**src/logic/dcache_pkg.sv**
```systemverilog
//************************************************
// Data cache shared definitions
// Geometry, bus widths and controller states
//************************************************

package dcache_pkg;

   // Address and data widths
   localparam int ADDR_W = 16;
   localparam int DATA_W = 32;
   localparam int BYTES_W = 4;

   // Cache geometry, 4-word lines in 16 sets of 2 ways
   localparam int LINE_LOG2 = 4;
   localparam int WORD_SEL_W = 2;
   localparam int SETS_LOG2 = 4;
   localparam int WAYS = 2;
   localparam int WAY_W = 1;
   localparam int TAG_W = 8;
   localparam int BLK_AW = 6;

   // Miss controller states
   localparam int ST_W = 3;
   localparam logic [ST_W-1:0] ST_IDLE = 3'd0;
   localparam logic [ST_W-1:0] ST_WB = 3'd1;
   localparam logic [ST_W-1:0] ST_WAIT_B = 3'd2;
   localparam logic [ST_W-1:0] ST_FILL = 3'd3;
   localparam logic [ST_W-1:0] ST_READOUT = 3'd4;

endpackage

```
**src/logic/dcache_tag_store.sv**
```systemverilog
//************************************************
// Data cache tag store
// Per-way valid, dirty, tag and LRU arrays with
// registered read, write bypass and boot clear
//************************************************

`timescale 1ns/1ps

module dcache_tag_store
   import dcache_pkg::*;
(
   input  logic                            clk,
   input  logic                            rst_n,
   input  logic                            rd_en,
   input  logic [SETS_LOG2-1:0]            rd_idx,
   input  logic [SETS_LOG2-1:0]            wr_idx,
   input  logic [WAYS-1:0]                 tag_we,
   input  logic [WAYS-1:0]                 valid_in,
   input  logic [WAYS-1:0]                 dirty_in,
   input  logic [WAYS-1:0][TAG_W-1:0]      tag_in,
   input  logic [WAYS-1:0]                 lru_we,
   input  logic [WAYS-1:0][WAY_W-1:0]      lru_in,
   output logic [WAYS-1:0]                 valid_out,
   output logic [WAYS-1:0]                 dirty_out,
   output logic [WAYS-1:0][TAG_W-1:0]      tag_out,
   output logic [WAYS-1:0][WAY_W-1:0]      lru_out,
   output logic                            booting
);

   logic [SETS_LOG2-1:0] boot_cnt;
   logic [SETS_LOG2-1:0] w_idx;

   // Boot sweep walks the sets from the top down
   always_ff @(posedge clk or negedge rst_n)
   begin
      if (!rst_n)
      begin
         boot_cnt <= '1;
         booting <= 1'b1;
      end
      else if (booting)
      begin
         boot_cnt <= boot_cnt - 1'b1;
         if (boot_cnt == '0)
            booting <= 1'b0;
      end
   end

   assign w_idx = booting ? boot_cnt : wr_idx;

   for (genvar w = 0; w < WAYS; w++)
   begin : g_way
      logic [TAG_W+1:0] tag_mem [1<<SETS_LOG2];
      logic [WAY_W-1:0] lru_mem [1<<SETS_LOG2];
      logic             tag_wen;
      logic             lru_wen;
      logic [TAG_W+1:0] tag_wdata;
      logic [WAY_W-1:0] lru_wdata;

      // Boot writes invalid, clean, rank equal to way number
      assign tag_wen = booting | tag_we[w];
      assign lru_wen = booting | lru_we[w];
      assign tag_wdata = booting ? '0 : {valid_in[w], dirty_in[w], tag_in[w]};
      assign lru_wdata = booting ? WAY_W'(w) : lru_in[w];

      always_ff @(posedge clk)
      begin
         if (tag_wen)
            tag_mem[w_idx] <= tag_wdata;
         if (lru_wen)
            lru_mem[w_idx] <= lru_wdata;
      end

      // Registered read, same-cycle write to the read set wins
      always_ff @(posedge clk or negedge rst_n)
      begin
         if (!rst_n)
         begin
            {valid_out[w], dirty_out[w], tag_out[w]} <= '0;
            lru_out[w] <= '0;
         end
         else if (rd_en)
         begin
            if (tag_wen && (w_idx == rd_idx))
               {valid_out[w], dirty_out[w], tag_out[w]} <= tag_wdata;
            else
               {valid_out[w], dirty_out[w], tag_out[w]} <= tag_mem[rd_idx];
            if (lru_wen && (w_idx == rd_idx))
               lru_out[w] <= lru_wdata;
            else
               lru_out[w] <= lru_mem[rd_idx];
         end
      end
   end

endmodule

```
**config.mk**
```make
export PLATFORM = sky130hd
export DESIGN_NAME = dcache_tag_store
export DESIGN_NICKNAME = d
export VERILOG_FILES = /design/src/logic/dcache_pkg.sv /design/src/logic/dcache_tag_store.sv
export SDC_FILE = /design/constraint.sdc
export NUM_CORES = 1
export LEC_CHECK = 0
export ABC_AREA = 1
export BUFFER_PORTS_ARGS = -buffer_cell sky130_fd_sc_hd__buf_2
export CAP_MARGIN = 15
export CORE_MARGIN = 3
export CORE_UTILIZATION = 55
export DETAILED_ROUTE_END_ITERATION = 8
export GPL_TIMING_DRIVEN = 0
export PLACE_DENSITY = 0.79
export SYNTH_ARGS = -nofsm -noshare
export SYNTH_HDL_FRONTEND = slang
export SYNTH_SLANG_ARGS = --single-unit
```
**constraint.sdc**
```tcl
create_clock -name clk -period 4.6 [get_ports clk]
set_input_delay 0.92 -clock clk [delete_from_list [all_inputs] [get_ports clk]]
set_output_delay 0.92 -clock clk [all_outputs]
set_load 0.01 [all_outputs]
```
==> reports/results.txt <==
Clock-pin slew was measured on the worst setup and hold paths at 0.06 ns. Summed over its instances, the top area cell type makes up 63.61% of the synthesized netlist area. The netlist uses 25 different library cells. The global routing stage identified its most utilized layer as met2. The switching part of the total power was 23.45%.

The maximum vdd drop is 0.0002071 V, and the final estimated routing congestion in global placement is 0.9942. Hold repair after CTS inserted 0 buffers. In this run the worst path has a maximum fanout of 10.

Cell taking the most area after synthesis: sky130_fd_sc_hd__edfxtp_1. Of the total synthesized cell area, the portion taken by XOR and XNOR cells is 0.05271%. The static leakage came out at 7.885 nW. Clock tree synthesis selected as its root buffer the cell sky130_fd_sc_hd__clkbuf_16.

Ranked by instance count, the synthesized netlist is headed by 662 x sky130_fd_sc_hd__nand2_1, 352 x sky130_fd_sc_hd__edfxtp_1, 252 x sky130_fd_sc_hd__nand3_1. Synthesis produced 1,650 cells. Global routing used 29.57% of the available tracks across all layers.

The logs give 12,380 for the number of global-route vias before repair and 40.4% for the fraction of power consumed by the clock network. The most common cell in the synthesized netlist is sky130_fd_sc_hd__nand2_1. The boundary pin count is 60, and the routed wirelength normalized by instance count is 22.31 µm.

The number of I/O port buffers works out to 57. For the starting density of the core, the log shows 55.91%. The logs give 0 for the number of antenna violations at the first check in global routing and 0.03233 mm² for the total die area. Slowest cell on the critical path: sky130_fd_sc_hd__nor2_1. In the final layout, the multi-input gates occupy 0.004380 mm². Entering global routing, the biggest net connects 28 pins. The routed layout has 12,740 vias.

Between clock sinks in the finished design, the worst skew comes to 0.01078 ns. Among all flip-flop cells after synthesis, the most frequent one is sky130_fd_sc_hd__edfxtp_1. The area taken by flip-flops and latches is 0.01125 mm², and the count of final setup violators is 0. The synthesized netlist devotes 0.07530% of its cell area to adder and majority cells.

For met1 alone, demand over resource in global routing was 38.13%. In this run, post-CTS repair resized a total of 0 instances. Registers are responsible for 51.4% of the overall power. After synthesis, the largest family of logic cells by area is simple AND/OR/NAND/NOR gates. In this run the deepest clock path goes through 3 buffers. After synthesis, flip-flops and latches occupy 67.72% of the total area.

Sorting the synthesized cells by area gives the leading types as sky130_fd_sc_hd__edfxtp_1 64%, sky130_fd_sc_hd__nand2_1 15%, sky130_fd_sc_hd__nand3_1 7.6%. The tightest hold path in the finished design has a slack of 0.3866 ns. Counting flops with a built-in enable in the synthesized netlist gives 352. The number of antenna diodes in the final layout is 0.

The die is 179.8 µm tall. TritonCTS built the clock tree. Row generation in the floorplan step produced 63 rows.

Based on the critical path, the design can be clocked at up to 339.1 MHz. The run gives 0 as the max capacitance violation total. Worst setup path category: flip-flop to flip-flop. The first global-routing pass estimated 72,170 µm of wire. The count of nets left with antenna violations once routing finished came out at 0.

The global routing met3 resource utilization came out at 7.952%. The logs give 2,242 for the number of fill cells in the layout and 1,788 for the final-stage net count. The signal on the critical path passes through inv_2 -> buf_6 -> nand2_2 -> nand2_2 -> nor2_1 -> nand2_1 -> nor2_1. The average vias per placed instance works out to 5.876.

The pin slew with the least headroom to its limit was 1.314 ns; the post-synthesis instance area was 0.01662 mm². Final total power: 7.438 mW. After detailed routing, the number of remaining DRC violations is 0. For the number of buffers created by CTS, the log shows 38.

Final critical-path share of the clock period: 64.11%. The run finished with clean final reports. The total congestion overflow is 0.

The floorplan step set the die width to 179.8 µm. At the worst endpoint, the required time is 4.73 ns. The analysis attributes to net switching a power of 1.744 mW. The relative contribution of combinational cells to total power is 8.2%, and the signed area change from the synthesized netlist to the final layout is 12.09%.

In this run, the number of DRC markers left after iteration 0 of detailed routing was 2,116. Clock latency on the worst-skew pair, taken at its later pin, is 0.53 ns. STA classifies the critical path startpoint as a flip-flop. Global routing consumed, on the met2 layer, 46.60% of the routing resources. The portion of synthesized area spent on multiplexers is 0%. The tree built by TritonCTS fans out to 379 sinks.

The hold violation count in the final report is 0, and the register bit total from synthesis is 379. The kind of end point of the critical path is a flip-flop. For the final number of max-transition violations, the log shows 0. The fraction of registers with async set or reset after synthesis is 7.124%. The number of optimization iterations in the first detailed-route pass came out at 6. For this design the ratio of total power to cell area is 399.4 mW/mm².

The tools report the synthesized netlist net count as 1,688. The tools report the endpoint arrival time on the critical path as 3.08 ns. The internal power is 5.694 mW, and the average size of a mapped cell is 10.07 µm². The largest stage delay on the critical path was 1.03 ns; the post-CTS setup buffer count was 0. Setup repair after global routing left no endpoint under its margin. After routing, the total negative slack on setup checks comes to 0 ns.

Of the cells placed in the final design, the portion with a size suffix greater than 1 is 10.29%. The run gives 48,380 µm as the total routed wirelength. The tightest min-delay check is of the input port to async pin type. Of the total synthesized cell area, the portion taken by AND, OR, NAND and NOR gates is 25.17%. The total core area was 0.02972 mm². The number of H-tree branching levels was 2.

Total buffers and inverters traversed by the critical path: 2. For the warning count from the yosys run, the log shows 0. The clock period could shrink to 2.949 ns. The synthesized netlist devotes 1.062% of its cell area to compound gates.

Headroom to the max-slew limit came out at 12.07%. Grouping stages by cell kind, the critical path spends the most delay in simple AND/OR/NAND/NOR gates. The sum of net half-perimeters after detailed placement is 33,230 µm.
==> stage by stage <==
step / util (%) / area, µm² / worst slack (ns) / std cells
floorplan: - / 16620 / 2.288 / 1650
global placement: 58.52 / 17390 / 1.437 / 2097
detailed placement: 58.59 / 17410 / 1.488 / 2099
CTS: 62.65 / 18620 / 1.814 / 2167
global route: 62.67 / 18620 / 1.599 / 2168
finish: 62.67 / 18620 / 1.651 / 2168
==> layout make-up <==
type	instances	share of cell area (%)
plain buffers	88	2.237
clock buffers	52	5.717
clock inverters	16	0.7524
inverters	151	3.043
multi-input cells	1032	23.52
flip-flops and latches	379	60.42
well taps	390	2.620
repair buffers	60	1.693
==> layer usage <==
| metal | vias up | routed length, µm |
|---|---|---|
| met5 | - | 0 |
| met4 | 0 | 2767 |
| met3 | 215 | 6917 |
| met2 | 1023 | 21990 |
| met1 | 5870 | 16700 |
| li1 | 5632 | - |
==> power groups by stage <==
stage	registers, mW	logic, mW	clock network, mW
2_1_floorplan	3.91	0.322	0
3_3_place_gp	3.90	0.567	0
3_5_place_dp	3.90	0.584	0
4_1_cts	3.83	0.590	3.00
5_1_grt	3.83	0.651	3.14
6_report	3.82	0.612	3.00
==> worst reg2reg max path, delay by kind of cell (launching register included) <==
family,cells,cell delay [ns]
flops,1,0.59
buf+inv,2,0.23
simple gates,5,1.74
==> state kept, by name, indices dropped and copies added, names as in the netlist <==
signal         cells
valid_out          2
lru_out            2
tag_out           16
g_way.tag_mem    320
g_way.lru_mem     32
booting            1
dirty_out          2
boot_cnt           4
==> layout by cell type (no fill, tap or decap), drive strengths merged <==
master,Yosys,final
xor2,1,1
a31oi,1,1
edfxtp,352,352
bufinv,0,2
nand2,670,670
clkinv,0,14
nand3,255,255
ha,1,1
inv,151,151
nor3,1,1
buf,62,122
dfstp,5,5
clkbuf,26,78
dfrtp,22,22
o211ai,22,22
nor2,80,80
o21ai,1,1
==> cell families (layout without fill, tap and decap cells) <==
family | after synthesis | in the layout
flops | 379 | 379
compound gates | 24 | 24
simple gates | 1006 | 1006
buf+inv | 239 | 367
xor+xnor | 1 | 1
fa+ha+maj | 1 | 1
==> worst paths after layout <==
path,start,endpoint,slack (ns),cells after the start
setup / recovery,booting,g_way[1].tag_mem[5][2],1.65,7
hold / removal,rst_n,tag_out[5],0.39,1
setup reg to reg,booting,g_way[1].tag_mem[5][2],1.65,7
hold reg to reg,lru_out[1],lru_out[1],0.48,2
max in group asynchronous,rst_n,tag_out[10],3.81,1
min in group clk,lru_out[1],lru_out[1],0.48,2
No activity file was read; power rests on OpenSTA's default activity.
