--- src/logic/dcache_pkg.sv ---
//************************************************
// Data cache shared definitions
// Geometry, bus widths and controller states
//************************************************

package dcache_pkg;

   // Address and data widths
   localparam int ADDR_W = 16;
   localparam int DATA_W = 32;
   localparam int BYTES_W = 4;

   // Cache geometry, 4-word lines in 16 sets of 2 ways
   localparam int LINE_LOG2 = 4;
   localparam int WORD_SEL_W = 2;
   localparam int SETS_LOG2 = 4;
   localparam int WAYS = 2;
   localparam int WAY_W = 1;
   localparam int TAG_W = 8;
   localparam int BLK_AW = 6;

   // Miss controller states
   localparam int ST_W = 3;
   localparam logic [ST_W-1:0] ST_IDLE = 3'd0;
   localparam logic [ST_W-1:0] ST_WB = 3'd1;
   localparam logic [ST_W-1:0] ST_WAIT_B = 3'd2;
   localparam logic [ST_W-1:0] ST_FILL = 3'd3;
   localparam logic [ST_W-1:0] ST_READOUT = 3'd4;

endpackage

--- src/logic/dcache_tag_update.sv ---
//************************************************
// Data cache tag update
// Hit and victim detection, next tag and LRU words
//************************************************

`timescale 1ns/1ps

module dcache_tag_update
   import dcache_pkg::*;
(
   input  logic [WAYS-1:0]                 valid_in,
   input  logic [WAYS-1:0]                 dirty_in,
   input  logic [WAYS-1:0][TAG_W-1:0]      tag_in,
   input  logic [WAYS-1:0][WAY_W-1:0]      lru_in,
   input  logic [TAG_W-1:0]                req_tag,
   input  logic                            access,
   input  logic                            is_write,
   output logic                            hit,
   output logic [WAYS-1:0]                 match,
   output logic [WAY_W-1:0]                hit_way,
   output logic [WAY_W-1:0]                victim_way,
   output logic                            victim_dirty,
   output logic [TAG_W-1:0]                victim_tag,
   output logic [WAYS-1:0]                 tag_we,
   output logic [WAYS-1:0]                 valid_out,
   output logic [WAYS-1:0]                 dirty_out,
   output logic [WAYS-1:0][TAG_W-1:0]      tag_out,
   output logic [WAYS-1:0]                 lru_we,
   output logic [WAYS-1:0][WAY_W-1:0]      lru_out
);

   logic [WAY_W-1:0] hit_rank;

   // Way lookup, the victim holds LRU rank 0
   always_comb
   begin
      hit_way = '0;
      victim_way = '0;
      for (int w = 0; w < WAYS; w++)
      begin
         match[w] = valid_in[w] && (tag_in[w] == req_tag);
         if (match[w])
            hit_way = WAY_W'(w);
         if (lru_in[w] == '0)
            victim_way = WAY_W'(w);
      end
   end

   assign hit = |match;
   assign hit_rank = lru_in[hit_way];
   assign victim_dirty = valid_in[victim_way] & dirty_in[victim_way];
   assign victim_tag = tag_in[victim_way];

   always_comb
   begin
      for (int w = 0; w < WAYS; w++)
      begin
         tag_we[w] = 1'b0;
         valid_out[w] = valid_in[w];
         dirty_out[w] = dirty_in[w];
         tag_out[w] = tag_in[w];
         lru_we[w] = 1'b0;
         lru_out[w] = lru_in[w];
         if (access && hit)
         begin
            // Matched way goes to the top, ranks above it drop by one
            lru_we[w] = 1'b1;
            if (match[w])
            begin
               lru_out[w] = '1;
               if (is_write)
               begin
                  tag_we[w] = 1'b1;
                  dirty_out[w] = 1'b1;
               end
            end
            else if (lru_in[w] > hit_rank)
               lru_out[w] = lru_in[w] - 1'b1;
         end
         else if (access && (victim_way == WAY_W'(w)))
         begin
            // Miss installs the new line, clean
            tag_we[w] = 1'b1;
            valid_out[w] = 1'b1;
            dirty_out[w] = 1'b0;
            tag_out[w] = req_tag;
         end
      end
   end

endmodule

--- config.mk ---
export PLATFORM = sky130hd
export DESIGN_NAME = dcache_tag_update
export DESIGN_NICKNAME = d
export VERILOG_FILES = /design/src/logic/dcache_pkg.sv /design/src/logic/dcache_tag_update.sv
export SDC_FILE = /design/constraint.sdc
export NUM_CORES = 1
export LEC_CHECK = 0
export ABC_CLOCK_PERIOD_IN_PS = 4800
export BUFFER_PORTS_ARGS = -buffer_cell sky130_fd_sc_hd__buf_4
export CAP_MARGIN = 20
export CORE_MARGIN = 8
export CORE_UTILIZATION = 41
export DETAILED_ROUTE_END_ITERATION = 8
export PLACE_DENSITY = 0.9
export SKIP_LAST_GASP = 1
export SYNTH_ARGS = -nofsm -noshare
export SYNTH_HDL_FRONTEND = slang
export SYNTH_SLANG_ARGS = --single-unit
--- constraint.sdc ---
create_clock -name vclk -period 4.8
set_input_delay 0.72 -clock vclk [all_inputs]
set_output_delay 0.72 -clock vclk [all_outputs]
set_load 0.03 [all_outputs]
==> metrics.csv, run 1 <==
metric,value,unit
Die Y,58.36,um
Yosys warning count,0,
drt first-iter violations,9,
Core ar.,1708,sq um
fmax,296.0,MHz
critical path class,in -> out,
Final WS setup,1.422,ns
TritonRoute pass-1 iters,3,
Cell variety after synth,24,
worst path required time,4.08,ns
FFs & Latches,0,
Final TNS setup,0,ns
most frequent cells in the layout,"buf_4 (73), xnor2_1 (16), mux2_4 (14)",
sequential power share,0,
area growth from synthesis to layout,72.62,%
Tot GR Track Use,0.1512,
Sw Share,0.5348,
IO Pins,72,
total power,166.8,uW
Yosys top cell area share,0.2857,
NetSw,89.23,uW
unrepaired setup endpoints after global routing,false,
Mapped Cells,80,
DR DRC count,0,
max-cap violations,0,
Max VDD drop,80.98,uV
drt wl/cell,15.88,um
LEAKAGE,0.6299,nW
sequential share of the synthesized area,0,
leading area contributor after synthesis,mux2_4,
CP Launch Type,input pin,
"commonest non-fill, non-tap cell in the layout",buf_4,
initial antenna violation count,0,
final hold violations,0,
Clk network pwr share,0,
Post-CTS Resized,0,
Tmin final,3.378,ns
vias in the first global route,950,
Filler Cell Count,135,
# clk buffers,0,
Critical Path Sink Type,output pin,
synthesized area per cell,9.196,sq um
Pins Over Slew Limit,0,
die area,3406,sq um
total vias in the final route,881,
Die W,58.36,um
layout cells sized above 1,0.7143,
Initial Utilization,0.4308,
nets@finish,181,
worst-margin pin slew,1.010,ns
P per Cell Area,131.4,nW/um^2
"Setup Fix Bufs, Post-CTS",0,
GRT Residual Overflow,0,
ant diodes,0,
Worst Hold Launch,valid_in[0],
Hold Path End,valid_out[0],
RD Place Congestion,0.7530,
largest net degree at the start of global routing,15,
outcome,finished clean,
Detailed Place HPWL,2376,um
dpl ws,1.427,ns
Worst slew margin,0.3231,
hold_buf cts,0,
Total Routed Length,2732,um
ANT nets after route,0,
Final Cycle Share,0.7038,
Min-Delay Path Class,in -> out,
synth top area cells,"mux2_4 (29%), xnor2_1 (19%), mux2_2 (15%)",
vias per cell,5.122,
Port-buffer cells,72,
count of final setup violators,0,
worst-path maximum fanout,11,
Cells on Worst Hold Path,3,
register area,0,sq um
Comb pwr share,1.000,
Row Count,15,
syn_nets,112,
"Arr. time, crit path",2.66,ns
P_int,77.61,uW
"Cell Area, Synth",735.7,sq um
global-route wire length before repair,4347,um
worst max-delay path: stages:
cell and delay [ns]:
buf_4 0.13, xnor2_1 0.13, nand4_1 0.17, nor3_4 0.09
nor3_2 0.83, mux2_2 0.42, buf_4 0.17
cell families (layout without fill, tap and decap cells):
family,Yosys count,in the layout,synth area share
AOI/OAI and AO/OA,7,7,0.07313
muxes,24,24,0.4388
buffers and inverters,7,74,0.06632
and+or+nand+nor,26,26,0.2313
xor gates and xnor gates,16,16,0.1905
metrics by stage:
stage / std cells / utilization / hold slack, ns / area, sq um
final: 172 / 0.7436 / 1.765 / 1270
after global routing: 172 / 0.7436 / 1.793 / 1270
after detailed placement: 172 / 0.7436 / 1.766 / 1270
after floorplan: 80 / - / 1.558 / 735.7
after global placement: 172 / 0.7436 / 1.765 / 1270
after CTS: 172 / 0.7436 / 1.766 / 1270
per-layer routing:
metal	wire, um	vias to the layer above	GRT usage
li1	-	427	-
met3	353	5	0.05435
met1	994	402	0.1580
met4	42	0	0.02797
met5	0	-	0
met2	1342	47	0.2819
synthesized netlist by cell type:
library cell   n
buf_6          2
nand4_1        3
mux2_2        10
o21ai_0        1
or2_2          1
nand3_1        5
nor3_1         2
or2_1          2
nor3_4         2
nand3b_1       1
a22o_1         1
a31o_2         2
clkbuf_1       2
inv_1          1
nor2_1         2
nand2_1        5
a22o_2         1
buf_4          2
nor4b_2        1
and2_1         1
a31oi_1        2
mux2_4        14
xnor2_1       16
nor3_2         1
final cells by class:
type                       count  area [sq um]  area share
tap                           25         31.28     0.02463
timing repair buffer          73         548.0      0.4315
multi-input combinational     73         686.9      0.5409
inverter                       1         3.754    0.002956
power groups by stage:
stage	Clock [mW]	Sequential [mW]	Combinational, mW
floorplan	0	0	0.101
global placement	0	0	0.165
detailed placement	0	0	0.168
CTS	0	0	0.168
global route	0	0	0.177
finish	0	0	0.167
worst max-delay path by stage:
stage | from | to | slack, ns | cells past startpoint
detailed placement | req_tag[0] | tag_out[7] | 1.43 | 7
CTS | req_tag[0] | tag_out[7] | 1.42 | 7
finish | req_tag[0] | tag_out[7] | 1.42 | 7
global placement | req_tag[0] | tag_out[11] | 1.48 | 8
global route | req_tag[7] | tag_out[7] | 1.30 | 7
floorplan | req_tag[0] | lru_we[1] | 1.33 | 6
Power figures use the tool's default switching activity.
==> run 2, diff against run 1 <==
Settings changed: ABC_CLOCK_PERIOD_IN_PS 4800 to 3480, CORE_UTILIZATION 41 to 38, PLACE_DENSITY 0.9 to 0.84.
Clock period 4.8 ns to 3.48 ns, I/O delays scaled along.
==> run 2 against run 1 <==
Net effect: cell count is 1.2% higher; clock-buffer cell count stayed put; highest routed layer is now met3; wire length is 4.8% lower; utilization is 7.5 points lower; largest power group unchanged.
==> metrics.csv, run 2 (synthesis gave the netlist of run 1 again) <==
metric,value,unit
critical path class,in -> out,
Final Cycle Share,0.8536,
drt first-iter violations,3,
met3 wire len,356,um
Pins Over Slew Limit,0,
highest routed layer,met3,
worst-path maximum fanout,11,
Critical Path Sink Type,output pin,
placed instance count,174,
filler-free cell count of the finished design,174,
DR DRC count,0,
GRT Residual Overflow,0,
P per Cell Area,179.8,nW/um^2
Worst Hold Launch,valid_in[0],
max-cap violations,0,
FFs & Latches,0,
"Setup Fix Bufs, Post-CTS",0,
IO Pins,72,
Max VDD drop,91.57,uV
ant diodes,0,
Core ar.,1902,sq um
CP Launch Type,input pin,
Final WS setup,0.5093,ns
"commonest non-fill, non-tap cell in the layout",buf_4,
TritonRoute pass-1 iters,2,
outcome,finished clean,
dpl ws,0.4865,ns
fmax,336.6,MHz
most frequent cells in the layout,"buf_4 (73), xnor2_1 (16), mux2_4 (14)",
Initial Utilization,0.3868,
drt wl/cell,14.94,um
Clk network pwr share,0,
layout cells sized above 1,0.7143,
worst path required time,2.96,ns
NetSw,121.9,uW
final hold violations,0,
RD Place Congestion,0.7778,
Min-Delay Path Class,in -> out,
largest net degree at the start of global routing,15,
M1 WL,987,um
Detailed Place HPWL,2291,um
ANT nets after route,0,
vias per cell,4.874,
P_int,106.9,uW
unrepaired setup endpoints after global routing,false,
Tot GR Track Use,0.1299,
Post-CTS Resized,0,
Comb pwr share,1.000,
nets@finish,181,
area growth from synthesis to layout,72.96,%
hold_buf cts,0,
count of final setup violators,0,
LEAKAGE,0.6299,nW
Port-buffer cells,72,
worst-margin pin slew,0.9809,ns
sequential power share,0,
# clk buffers,0,
Die W,60,um
Hold Path End,valid_out[0],
die area,3600,sq um
Final TNS setup,0,ns
Worst slew margin,0.3425,
Sw Share,0.5326,
global-route wire length before repair,3857,um
total power,228.8,uW
initial antenna violation count,0,
vias in the first global route,840,
total vias in the final route,848,
routed wl met2,1256,um
register area,0,sq um
Tmin final,2.971,ns
Row Count,16,
Cells on Worst Hold Path,3,
"Arr. time, crit path",2.45,ns
Die Y,60,um
Total Routed Length,2600,um
run 2: cell counts in the layout (fill, tap and decap cells not counted):
No cell type changed its count.
run 2: worst max-delay path, cell delays in order:
cell	delay [ns]
buf_4	0.13
xnor2_1	0.13
nand3_1	0.17
nor3_4	0.09
nor3_2	0.81
mux2_2	0.42
buf_4	0.17
run 2: final cells by class:
type / instances / area (sq um)
Timing Repair Buffer: 73 / 548.0
Tap cell: 27 / 33.78
Fill cell: 159 / 629.4
Multi-Input combinational cell: 73 / 686.9
Inverter: 1 / 3.754
run 2: how the worst max path moves through the flow:
stage	slack [ns]	depth (start not counted)	end	startpoint
2_1_floorplan	0.41	6	lru_we[1]	req_tag[0]
3_5_place_dp	0.49	7	tag_out[7]	req_tag[6]
6_report	0.51	7	tag_out[7]	req_tag[6]
3_3_place_gp	0.54	7	tag_out[7]	req_tag[0]
5_1_grt	0.40	7	tag_out[7]	req_tag[7]
4_1_cts	0.47	7	tag_out[7]	req_tag[6]
run 2: per-layer routing:
metal  up-vias  global-route usage
met5         -                   0
met4         0                   0
met3         0             0.05376
met2        42              0.2415
met1       381              0.1401
li1        425                   -
run 2: per-stage QoR:
step                instance area, sq um    util  hold slack [ns]
detailed placement                  1272  0.6691            1.374
global placement                    1272  0.6691            1.374
global route                        1272  0.6691            1.405
finish                              1272  0.6691            1.369
floorplan                          735.7       -            1.162
CTS                                 1272  0.6691            1.374
run 2: power groups by stage:
| stage | Combinational, mW | Clock, mW | Sequential, mW |
|---|---|---|---|
| finish | 0.229 | 0 | 0 |
| CTS | 0.232 | 0 | 0 |
| floorplan | 0.139 | 0 | 0 |
| detailed placement | 0.231 | 0 | 0 |
| global route | 0.242 | 0 | 0 |
| global placement | 0.228 | 0 | 0 |
==> run 3, diff against run 2 <==
Settings changed: REMOVE_ABC_BUFFERS set to 1.
==> run 3 against run 2 <==
Net effect: clock-buffer cell count did not move; setup slack improved by 0.017 ns; cell count rose by 0.57%; largest power group unchanged; highest routed layer is now met4.
==> metrics.csv, run 3 (synthesis gave the netlist of run 1 again) <==
metric,value,unit
outcome,finished clean,
Worst slew margin,0.3572,
Initial Utilization,0.3868,
unrepaired setup endpoints after global routing,false,
Detailed Place HPWL,2448,um
IO Pins,72,
nets@finish,182,
most frequent cells in the layout,"buf_4 (74), xnor2_1 (16), mux2_4 (14)",
"commonest non-fill, non-tap cell in the layout",buf_4,
Tmin final,2.953,ns
global-route wire length before repair,4215,um
"Setup Fix Bufs, Post-CTS",0,
placed instance count,175,
Tot GR Track Use,0.1452,
Post-CTS Resized,0,
number of cells on the critical path,7,
cell mode on critical path,buf_4,
vias per cell,5.057,
Row Count,16,
Port-buffer cells,72,
Final Cycle Share,0.8487,
fmax,338.6,MHz
GRT Residual Overflow,0,
sequential power share,0,
area growth from synthesis to layout,73.98,%
Total Routed Length,2793,um
max incr delay on CP,0.79,ns
Min-Delay Path Class,in -> out,
RD Place Congestion,0.7596,
hold slack,1.378,ns
utilization after layout,0.6730,
worst-path maximum fanout,11,
critical path class,in -> out,
Pins Over Slew Limit,0,
crit path cell chain,buf_4 -> xnor2_1 -> nand4_1 -> nor3_4 -> nor3_2 -> mux2_2 -> buf_4,
largest net degree at the start of global routing,15,
Die W,60,um
drt first-iter violations,7,
Final TNS setup,0,ns
Comb pwr share,1.000,
Die Y,60,um
max-cap violations,0,
Critical Path Sink Type,output pin,
hold_buf cts,0,
Core ar.,1902,sq um
vias in the first global route,948,
worst path required time,2.96,ns
NetSw,124.9,uW
FFs & Latches,0,
Clk network pwr share,0,
worst-margin pin slew,0.9590,ns
total vias in the final route,885,
ant diodes,0,
final hold violations,0,
Max VDD drop,103.2,uV
layout cells sized above 1,0.7162,
initial antenna violation count,0,
drt wl/cell,15.96,um
Worst path slowest cell,nor3_2,
Top delay family on crit path,simple AND/OR/NAND/NOR gates,
Sw Share,0.5368,
LEAKAGE,0.6350,nW
"Buf+Inv Stages, Crit Path",2,
# clk buffers,0,
filler-free cell count of the finished design,175,
P per Cell Area,181.7,nW/um^2
ANT nets after route,0,
DR DRC count,0,
TritonRoute pass-1 iters,4,
"Arr. time, crit path",2.43,ns
CP Launch Type,input pin,
P_int,107.8,uW
Cells on Worst Hold Path,3,
register area,0,sq um
die area,3600,sq um
count of final setup violators,0,
run 3: cell count changes in the layout (fill, tap and decap cells not counted):
cell / delta
buf_4: +1
run 3: area by class of cell:
cell class | instances | area, sq um
well taps | 27 | 33.78
fillers | 157 | 621.8
repair buffers | 74 | 555.5
inverters | 1 | 3.754
multi-input cells | 73 | 686.9
run 3: path summary, 6_finish.rpt:
path	from	endpoint	slack, ns
worst max-delay path	req_tag[7]	tag_out[7]	0.53
worst min-delay path	valid_in[0]	valid_out[0]	1.38
run 3: metal layers:
metal | GRT usage | routed length [um] | vias to the layer above
li1 | - | - | 427
met1 | 0.1437 | 984 | 403
met2 | 0.2754 | 1383 | 51
met3 | 0.05806 | 385 | 4
met4 | 0.02721 | 39 | 0
met5 | 0 | 0 | -
run 3: power by group through the flow:
| stage | Sequential [mW] | Combinational (mW) | Clock, mW |
|---|---|---|---|
| after floorplan | 0 | 0.133 | 0 |
| after global placement | 0 | 0.229 | 0 |
| after detailed placement | 0 | 0.233 | 0 |
| after CTS | 0 | 0.234 | 0 |
| after global routing | 0 | 0.246 | 0 |
| final | 0 | 0.233 | 0 |
run 3: per-stage QoR:
| step | instance area, sq um | worst slack [ns] | total power, mW |
|---|---|---|---|
| after detailed placement | 1280 | 0.5287 | 0.2334 |
| after global placement | 1280 | 0.5505 | 0.2289 |
| after global routing | 1280 | 0.3803 | 0.2462 |
| after CTS | 1280 | 0.5180 | 0.2344 |
| after floorplan | 690.7 | -0.1471 | 0.1335 |
| final | 1280 | 0.5266 | 0.2326 |
