**config.mk**
```make
export PLATFORM = sky130hd
export DESIGN_NAME = dcache_refill_ctrl
export DESIGN_NICKNAME = d
export VERILOG_FILES = /design/src/logic/dcache_pkg.sv /design/src/logic/dcache_refill_ctrl.sv
export SDC_FILE = /design/constraint.sdc
export NUM_CORES = 1
export LEC_CHECK = 0
export BUFFER_PORTS_ARGS = -buffer_cell sky130_fd_sc_hd__buf_2
export CORE_MARGIN = 2
export CORE_UTILIZATION = 38
export CTS_CLUSTER_DIAMETER = 60
export DETAILED_ROUTE_END_ITERATION = 7
export HOLD_SLACK_MARGIN = 0.1
export PLACE_DENSITY = 0.71
export SLEW_MARGIN = 10
export SYNTH_ARGS = -nofsm -noshare
export SYNTH_HDL_FRONTEND = slang
export SYNTH_SLANG_ARGS = --single-unit
```
**constraint.sdc**
```tcl
create_clock -name clk -period 1.81 [get_ports clk]
set_input_delay 0.0905 -clock clk [delete_from_list [all_inputs] [get_ports clk]]
set_output_delay 0.0905 -clock clk [all_outputs]
set_load 0.01 [all_outputs]
```
**src/logic/dcache_pkg.sv**
```systemverilog
//************************************************
// Data cache shared definitions
// Geometry, bus widths and controller states
//************************************************

package dcache_pkg;

   // Address and data widths
   localparam int ADDR_W = 16;
   localparam int DATA_W = 32;
   localparam int BYTES_W = 4;

   // Cache geometry, 4-word lines in 16 sets of 2 ways
   localparam int LINE_LOG2 = 4;
   localparam int WORD_SEL_W = 2;
   localparam int SETS_LOG2 = 4;
   localparam int WAYS = 2;
   localparam int WAY_W = 1;
   localparam int TAG_W = 8;
   localparam int BLK_AW = 6;

   // Miss controller states
   localparam int ST_W = 3;
   localparam logic [ST_W-1:0] ST_IDLE = 3'd0;
   localparam logic [ST_W-1:0] ST_WB = 3'd1;
   localparam logic [ST_W-1:0] ST_WAIT_B = 3'd2;
   localparam logic [ST_W-1:0] ST_FILL = 3'd3;
   localparam logic [ST_W-1:0] ST_READOUT = 3'd4;

endpackage

```
**src/logic/dcache_refill_ctrl.sv**
```systemverilog
//************************************************
// Data cache miss controller
// Write-back and refill bursts on the data bus
//************************************************

`timescale 1ns/1ps

module dcache_refill_ctrl
   import dcache_pkg::*;
(
   input  logic                     clk,
   input  logic                     rst_n,
   input  logic                     booting,
   input  logic                     req_valid,
   input  logic                     hit,
   input  logic                     victim_dirty,
   input  logic [TAG_W-1:0]         victim_tag,
   input  logic [TAG_W-1:0]         req_tag,
   input  logic [SETS_LOG2-1:0]     req_idx,
   input  logic                     arw_ready,
   input  logic                     w_ready,
   input  logic                     b_valid,
   input  logic                     r_valid,
   output logic [ST_W-1:0]          state,
   output logic [WORD_SEL_W-1:0]    beat_cnt,
   output logic                     arw_valid,
   output logic [ADDR_W-1:0]        arw_addr,
   output logic                     awe,
   output logic                     w_valid,
   output logic                     b_ready
);

   logic [ST_W-1:0] state_nxt;
   logic            wb_beat;
   logic            fill_beat;
   logic            last_beat;
   logic            burst_start;

   assign wb_beat = (state == ST_WB) & w_ready;
   assign fill_beat = (state == ST_FILL) & r_valid;
   assign last_beat = &beat_cnt;

   always_comb
   begin
      state_nxt = state;
      case (state)
         ST_IDLE:
            if (req_valid && !hit && !booting)
               state_nxt = victim_dirty ? ST_WB : ST_FILL;
         ST_WB:
            if (wb_beat && last_beat)
               state_nxt = ST_WAIT_B;
         ST_WAIT_B:
            if (b_valid)
               state_nxt = ST_FILL;
         ST_FILL:
            if (fill_beat && last_beat)
               state_nxt = ST_READOUT;
         // Tags are read again here before the request retires
         ST_READOUT:
            state_nxt = ST_IDLE;
         default:
            state_nxt = ST_IDLE;
      endcase
   end

   always_ff @(posedge clk or negedge rst_n)
   begin
      if (!rst_n)
         state <= ST_IDLE;
      else
         state <= state_nxt;
   end

   // Word within the line, wraps at the end of each burst
   always_ff @(posedge clk or negedge rst_n)
   begin
      if (!rst_n)
         beat_cnt <= '0;
      else if (wb_beat || fill_beat)
         beat_cnt <= beat_cnt + 1'b1;
   end

   assign burst_start = ((state_nxt == ST_WB) && (state != ST_WB)) ||
                        ((state_nxt == ST_FILL) && (state != ST_FILL));

   // Address valid from burst start until the slave takes it
   always_ff @(posedge clk or negedge rst_n)
   begin
      if (!rst_n)
         arw_valid <= 1'b0;
      else if (burst_start)
         arw_valid <= 1'b1;
      else if (arw_ready)
         arw_valid <= 1'b0;
   end

   // Victim line for write-back, request line for fill
   always_ff @(posedge clk)
   begin
      if (burst_start)
         arw_addr <= {(state_nxt == ST_WB) ? victim_tag : req_tag, req_idx,
                      {LINE_LOG2{1'b0}}};
   end

   // RAM read takes a cycle, so write data trails the beat
   always_ff @(posedge clk or negedge rst_n)
   begin
      if (!rst_n)
         w_valid <= 1'b0;
      else
         w_valid <= wb_beat;
   end

   assign awe = (state == ST_WB);
   assign b_ready = (state == ST_WAIT_B);

endmodule

```
==> results.py, run 1 <==
metrics = {
    "clock_network": {
        "number_of_sinks_handled_by_clock_tree_synthesis": 19,
        "clk_path_buf_depth": 2,
        "cts_buffers": 3,
        "worst_skew_pair.late_latency_ps": 280,
        "clkSlewWorstSetupHoldPaths_ps": 100,
        "tritoncts": "done",
        "h_tree_depth": 1,
        "clockRootBuffer": "sky130_fd_sc_hd__clkbuf_4",
    },
    "timing": {
        "setup-tns-final_ps": 0,
        "final-setup-viol-count": 0,
        "period_share": 0.968,
        "layout_min_cycle_time_ps": 1750,
        "peak_freq_mhz": 570,
        "hold_violations": 0,
        "number_of_max_slew_violations_in_the_final_report": 0,
        "timing.clock.skew_ps": 1.26,
    },
    "worst_hold_path": {
        "worst_hold_startpoint": "victim_dirty",
        "depth_of_the_worst_hold_timing_path": 4,
        "hold_path_end": "state[1]$_DFF_PN0_",
        "min-delay-path-class": "in -> reg",
    },
    "worst_setup_path": {
        "timing.rr.start": "state[2]$_DFF_PN0_",
        "critPathTopFamily": "flip-flops",
        "r2r-end": "arw_addr[9]$_DFFE_PP_",
        "cp-end-kind": "flip-flop",
        "critical_path_required_ps": 1860,
        "critical_setup_path_class": "reg -> reg",
        "timing.critical_path.arrival_ps": 1800,
        "cp_cell_sequence": "nand2b_1, o21bai_2, a31oi_4, buf_12, mux2_4",
        "ff2ff_path_depth": 5,
        "critPathBufInv": 1,
        "critical-path-slowest-cell": "sky130_fd_sc_hd__dfrtp_2",
        "critical_path.max_fanout": 8,
        "reg2reg_setup_slack_ps": 60,
        "setup.worst_path.start_class": "flip-flop",
        "max_stage_delay_ps": 450,
    },
    "synthesis": {
        "post_synth.cell_area_avg_um2": 14.7,
        "synthFlopType": "sky130_fd_sc_hd__edfxtp_1",
        "synth.most_common_cell": "sky130_fd_sc_hd__edfxtp_1",
        "yosysSeqAreaShare": 0.578,
        "yosys.area.top_type_share": 0.389,
        "synth_area_um2": 927,
        "ys_warn_count": 0,
        "synth_top_cells_by_count": "12 x sky130_fd_sc_hd__edfxtp_1, 8 x sky130_fd_sc_hd__mux2_4, 7 x sky130_fd_sc_hd__dfrtp_1, 5 x sky130_fd_sc_hd__nand3_1, 4 x sky130_fd_sc_hd__buf_4",
        "synth-async-reset-ratio": 0.368,
        "synth_top_area_cell": "sky130_fd_sc_hd__edfxtp_1",
        "synth-edff-count": 12,
        "synth.distinct_cells": 27,
        "synth_top_cells_by_area": "sky130_fd_sc_hd__edfxtp_1 39%, sky130_fd_sc_hd__dfrtp_1 19%, sky130_fd_sc_hd__mux2_4 13%",
        "synthesis.instances": 63,
        "ys_seq_elements": 19,
    },
    "die": {
        "area_of_the_core_region_mm2": 0.00225,
        "boundaryPins": 55,
        "chipWidth_um": 53.4,
        "fp.dieH_um": 53.4,
        "core.rowCount": 17,
        "initial_core_util": 0.411,
        "die-area_mm2": 0.00285,
    },
    "grt": {
        "first_global_vias": 745,
        "grt_max_degree": 13,
        "initial_antenna_violation_count": 0,
        "grt_first_pass_wirelength_um": 2980,
        "groute.usage.overall": 0.153,
        "globalRouteOverflowTotal": 0,
    },
    "drt": {
        "finalWirelength_um": 2270,
        "via_count": 797,
        "routed_via_density": 4.45,
        "detailedRoute.firstPassIterationCount": 4,
        "drt-wirelength-per-cell_um": 12.7,
        "drt-initial-drc-count": 11,
        "remaining_drc_errors": 0,
        "detail-route-antenna-nets": 0,
    },
    "final_layout": {
        "filler_cell_count": 173,
        "drive_above_1_share": 0.556,
        "final_nets": 183,
        "utilization_of_the_core_after_routing": 0.712,
        "antenna-diode-count": 0,
        "syn_to_layout_area_delta_pct": 73.1,
    },
    "power_and_ir_drop": {
        "ir_drop_uv": 737,
        "leak_pwr_nw": 0.738,
        "cellPowerDensity_mw_per_mm2": 1290,
    },
    "place": {
        "port_buffers": 50,
        "gp_routability_congestion": 0.784,
        "hpwlAfterDp_um": 1510,
    },
    "run": {
        "drv.max_cap_violation_count": 0,
    },
    "outcome": {
        "outcome": "finished clean",
    },
}
==> cell usage in the layout (no fill, tap or decap), drive strengths merged <==
master / instances
buf: 62
dlygate4sd3: 24
edfxtp: 12
mux2: 9
dfrtp: 7
nand3: 5
conb: 4
nor2: 4
clkbuf: 4
nand2: 3
and2: 2
nand2b: 2
a31oi: 2
nor4b: 2
inv: 1
mux2i: 1
o21bai: 1
a21oi: 1
o21ai: 1
nor3b: 1
o2bb2ai: 1
xor2: 1
ha: 1
==> logic make-up after synthesis <==
kind of cell               after synthesis  synth area share
DFF                                     19             0.578
adders and majority gates                1            0.0135
muxes                                   10             0.153
other                                    1           0.00404
buffers and inverters                    6            0.0486
and+or+nand+nor                         19             0.136
xor gates and xnor gates                 1           0.00945
AOI/OAI and AO/OA                        6            0.0580
==> registers in the layout, indices dropped and copies added, names as in the netlist <==
register / count
w_valid: 1
state: 3
arw_addr: 12
arw_valid: 1
beat_cnt: 2
==> through the flow <==
stage	hold slack, ps	cells	setup slack [ps]	area (µm²)	total power [mW]
after floorplan	-205	66	-11.1	941	1.31
after global placement	-65.0	145	11.8	1250	1.65
after detailed placement	-66.2	145	-76.3	1250	1.68
after CTS	101	172	0.0557	1510	1.93
after global routing	146	179	-4.60	1610	2.20
final	128	179	57.1	1610	2.08
==> final cells by class <==
| class | count | area [µm²] | share of cell area |
|---|---|---|---|
| well taps | 28 | 35.0 | 0.0218 |
| clock buffers | 4 | 26.3 | 0.0164 |
| flip-flops and latches | 19 | 539 | 0.336 |
| repair buffers | 86 | 602 | 0.375 |
| multi-input cells | 41 | 399 | 0.249 |
| inverters | 1 | 3.75 | 0.00234 |
==> power breakdown <==
| part | leakage, nW | total, mW | switching, mW | internal (mW) |
|---|---|---|---|---|
| clock network | 0.0150 | 0.205 | 0.119 | 0.0855 |
| registers | 0.194 | 0.731 | 0.101 | 0.630 |
| logic | 0.529 | 1.14 | 0.499 | 0.642 |
| total | 0.738 | 2.08 | 0.719 | 1.36 |
==> what timing repair did <==
item | 4_1_cts | 5_1_grt
endpoints found under the hold margin | 21 | 1
setup endpoints to repair | 8 | 8
setup buffers | 1 | 5
hold buffers | 22 | 2
pin swaps | 0 | 1
gates resized for setup | 1 | 8
==> worst max-delay path by stage <==
stage | startpoint | to | slack [ps] | cells past startpoint
floorplan | state[1]$_DFF_PN0_ | arw_addr[10]$_DFFE_PP_ | -10 | 5
global placement | state[1]$_DFF_PN0_ | arw_addr[8]$_DFFE_PP_ | 10 | 5
detailed placement | state[1]$_DFF_PN0_ | arw_addr[10]$_DFFE_PP_ | -80 | 5
CTS | beat_cnt[1]$_DFFE_PN0P_ | arw_addr[10]$_DFFE_PP_ | 0.06 | 6
global route | state[2]$_DFF_PN0_ | arw_addr[12]$_DFFE_PP_ | -5 | 5
finish | state[2]$_DFF_PN0_ | arw_addr[9]$_DFFE_PP_ | 60 | 5
==> worst reg2reg max path, cell delays in order, from the launching register on <==
cell and delay, ps:
sky130_fd_sc_hd__dfrtp_2 450, sky130_fd_sc_hd__nand2b_1 180, sky130_fd_sc_hd__o21bai_2 230, sky130_fd_sc_hd__a31oi_4 190, sky130_fd_sc_hd__buf_12 160, sky130_fd_sc_hd__mux2_4 300
==> routing by layer <==
layer	share of wire	vias to the layer above	global-route usage
met4	0.015	0	0.0940
met5	0	-	0
li1	-	402	-
met2	0.57	27	0.286
met3	0.039	2	0.00847
met1	0.38	366	0.165
Note: power is estimated with default switching activity, not from simulation.
==> run 2: changes to the inputs <==
--- a/config.mk
+++ b/config.mk
@@ -5,13 +5,15 @@
 export SDC_FILE = /design/constraint.sdc
 export NUM_CORES = 1
 export LEC_CHECK = 0
+export ABC_AREA = 1
 export BUFFER_PORTS_ARGS = -buffer_cell sky130_fd_sc_hd__buf_2
 export CORE_MARGIN = 2
 export CORE_UTILIZATION = 38
 export CTS_CLUSTER_DIAMETER = 60
 export DETAILED_ROUTE_END_ITERATION = 7
 export HOLD_SLACK_MARGIN = 0.1
-export PLACE_DENSITY = 0.71
+export PLACE_DENSITY = 0.7
+export RECOVER_POWER = 100
 export SLEW_MARGIN = 10
 export SYNTH_ARGS = -nofsm -noshare
 export SYNTH_HDL_FRONTEND = slang
==> run 2 against run 1 <==
Against the previous run: core utilization down 14 points; synthesized area grew 4.0%; die area rose by 3.7%; via count rose by 7.9%; largest cell class is now registers.
==> results.py, run 2 <==
metrics = {
    "clock_network": {
        "number_of_sinks_handled_by_clock_tree_synthesis": 19,
        "clkSlewWorstSetupHoldPaths_ps": 110,
        "clk_path_buf_depth": 2,
        "cts_setup_buffers": 0,
        "worst_skew_pair.late_latency_ps": 300,
        "h_tree_depth": 1,
        "clockRootBuffer": "sky130_fd_sc_hd__clkbuf_4",
        "cts-hold-fix-buffers": 17,
        "cts_buffers": 3,
        "tritoncts": "done",
        "ctsResizeCount": 0,
    },
    "final_layout": {
        "final_nets": 195,
        "largest_register": "arw_addr",
        "most_common_cell_after_layout_fill_and_taps_aside": "sky130_fd_sc_hd__buf_2",
        "antenna-diode-count": 0,
        "largest_reg_flops": 12,
        "syn_to_layout_area_delta_pct": 43.5,
        "top_regs": "arw_addr x12, state x3, beat_cnt x2",
        "drive_above_1_share": 0.294,
        "filler_cell_count": 227,
        "multi_input_logic_area_um2": 338,
        "layout.area.seq_um2": 536,
        "mostFrequentLayoutCells": "28 x sky130_fd_sc_hd__buf_2, 23 x sky130_fd_sc_hd__clkbuf_1, 19 x sky130_fd_sc_hd__nand2_1, 17 x sky130_fd_sc_hd__dlygate4sd3_1, 12 x sky130_fd_sc_hd__edfxtp_1",
        "post-route-cell-area_mm2": 0.00138,
    },
    "die": {
        "die-area_mm2": 0.00296,
        "fp.dieH_um": 54.4,
        "area_of_the_core_region_mm2": 0.00243,
        "boundaryPins": 55,
        "chipWidth_um": 54.4,
        "core.rowCount": 18,
        "initial_core_util": 0.397,
    },
    "outcome": {
        "outcome": "finished clean",
    },
    "grt": {
        "globalRouteOverflowTotal": 0,
        "grt_max_degree": 13,
        "first_global_vias": 813,
        "grt_first_pass_wirelength_um": 3370,
        "groute.usage.overall": 0.163,
        "initial_antenna_violation_count": 0,
    },
    "timing": {
        "period_share": 0.915,
        "final-setup-viol-count": 0,
        "hold_violations": 0,
        "grt_setup_unrepaired": "false",
        "timing.clock.skew_ps": 6.27,
        "number_of_max_slew_violations_in_the_final_report": 0,
        "peak_freq_mhz": 604,
        "setup-tns-final_ps": 0,
        "postLayoutSetupSlackWorst_ps": 154,
        "layout_min_cycle_time_ps": 1660,
    },
    "worst_setup_path": {
        "timing.critical_path.arrival_ps": 1720,
        "max_stage_delay_ps": 390,
        "critical-path-slowest-cell": "sky130_fd_sc_hd__dfrtp_1",
        "critPathTopFamily": "simple AND/OR/NAND/NOR gates",
        "critical_path.max_fanout": 10,
        "critPathBufInv": 1,
        "cp-end-kind": "flip-flop",
        "timing.critical_path.mode_cell": "sky130_fd_sc_hd__nand2_1",
        "critical_path_required_ps": 1880,
        "cp_cell_sequence": "ha_1, inv_1, o21ai_2, nand2_2, nor2_8, nand2_4, nand2_1, nand2_1",
        "critical_setup_path_class": "reg -> reg",
        "setup.worst_path.start_class": "flip-flop",
    },
    "synthesis": {
        "synth-edff-count": 12,
        "synth_top_cells_by_count": "17 x sky130_fd_sc_hd__nand2_1, 12 x sky130_fd_sc_hd__edfxtp_1, 11 x sky130_fd_sc_hd__inv_1, 10 x sky130_fd_sc_hd__nand2_2, 10 x sky130_fd_sc_hd__nand3_1",
        "ys_warn_count": 0,
        "synth-async-reset-ratio": 0.368,
        "yosysSeqAreaShare": 0.555,
        "synth_top_cells_by_area": "sky130_fd_sc_hd__edfxtp_1 37%, sky130_fd_sc_hd__dfrtp_1 18%, sky130_fd_sc_hd__nand2_1 6.6%",
        "ys_seq_elements": 19,
        "synth_top_area_cell": "sky130_fd_sc_hd__edfxtp_1",
        "synth.most_common_cell": "sky130_fd_sc_hd__nand2_1",
        "synth.distinct_cells": 21,
        "synthesis.instances": 92,
        "synthFlopType": "sky130_fd_sc_hd__edfxtp_1",
        "post_synth.cell_area_avg_um2": 10.5,
        "yosys.area.top_type_share": 0.374,
        "synth_area_um2": 965,
    },
    "power_and_ir_drop": {
        "cellPowerDensity_mw_per_mm2": 1410,
        "leak_pwr_nw": 0.680,
        "ir_drop_uv": 716,
    },
    "run": {
        "drv.max_cap_violation_count": 0,
    },
    "drt": {
        "detail-route-antenna-nets": 0,
        "finalWirelength_um": 2320,
        "remaining_drc_errors": 0,
        "routed_via_density": 4.46,
        "drt-wirelength-per-cell_um": 12.0,
        "drt-initial-drc-count": 7,
        "detailedRoute.firstPassIterationCount": 4,
        "via_count": 860,
    },
    "worst_hold_path": {
        "min-delay-path-class": "in -> reg",
    },
    "place": {
        "post_dp_cell_area_mm2": 0.00124,
        "dp_slack_ps": 188,
        "hpwlAfterDp_um": 1640,
        "gp_routability_congestion": 0.870,
        "port_buffers": 50,
    },
}
-- run 2: cell types whose count changed after synthesis, moves of 3 or more --
cell | before | now
sky130_fd_sc_hd__inv_1 | 1 | 11
sky130_fd_sc_hd__mux2_4 | 8 | 0
sky130_fd_sc_hd__nand2_1 | 2 | 17
sky130_fd_sc_hd__nand3_1 | 5 | 10
sky130_fd_sc_hd__nand4_1 | 0 | 3
sky130_fd_sc_hd__nand2_2 | 1 | 10
-- run 2: per-stage QoR --
step                      cells   util  hold WS, ps  total power [mW]
after floorplan              95      -         -205              1.50
after global placement      172  0.510        -77.6              1.76
after detailed placement    172  0.510        -72.1              1.80
after CTS                   193  0.591          101              2.05
after global routing        193  0.569          112              2.09
final                       193  0.569         99.1              1.95
-- run 2: area by class of cell --
class,count,share of cell area
Clock buffer,4,0.0190
Inverter,13,0.0353
Multi-Input combinational cell,59,0.244
Sequential cell,19,0.387
Tap cell,30,0.0271
Timing Repair Buffer,68,0.288
-- run 2: routing by layer --
metal,vias up,GRT usage,share of wire
met5,-,0,0
met4,0,0.0625,0.012
met3,4,0.0273,0.036
met2,27,0.317,0.59
met1,398,0.172,0.36
li1,431,-,-
-- run 2: worst paths after layout --
check	startpoint	end	slack [ps]	depth (start not counted)
worst max-delay path	beat_cnt[0]$_DFFE_PN0P_	arw_addr[12]$_DFFE_PP_	150	8
worst min-delay path	victim_tag[1]	arw_addr[9]$_DFFE_PP_	100	3
worst max register to register	beat_cnt[0]$_DFFE_PN0P_	arw_addr[12]$_DFFE_PP_	150	8
worst min register to register	beat_cnt[0]$_DFFE_PN0P_	beat_cnt[0]$_DFFE_PN0P_	510	1
max in group asynchronous	rst_n	state[0]$_DFF_PN0_	1340	2
min in group asynchronous	rst_n	state[1]$_DFF_PN0_	200	2
-- run 2: logic make-up (layout without fill, tap and decap cells) --
family | count (synthesis) | in the layout | share of synthesized area
buf+inv | 17 | 85 | 0.0817
other cells | 1 | 4 | 0.00389
simple gates | 50 | 50 | 0.311
fa+ha+maj | 1 | 1 | 0.0130
flops | 19 | 19 | 0.555
xor+xnor | 1 | 1 | 0.00908
compound gates | 3 | 3 | 0.0259
-- run 2: report_power, final --
group | internal [mW] | total [mW] | switching, mW
sequential | 0.645 | 0.724 | 0.0785
clock | 0.0858 | 0.218 | 0.132
combinational | 0.351 | 1.01 | 0.655
-- run 2: worst min-delay path, delay by kind of cell --
family / cells / cell delay, ps
buffers and inverters: 1 / 80
and+or+nand+nor: 2 / 130
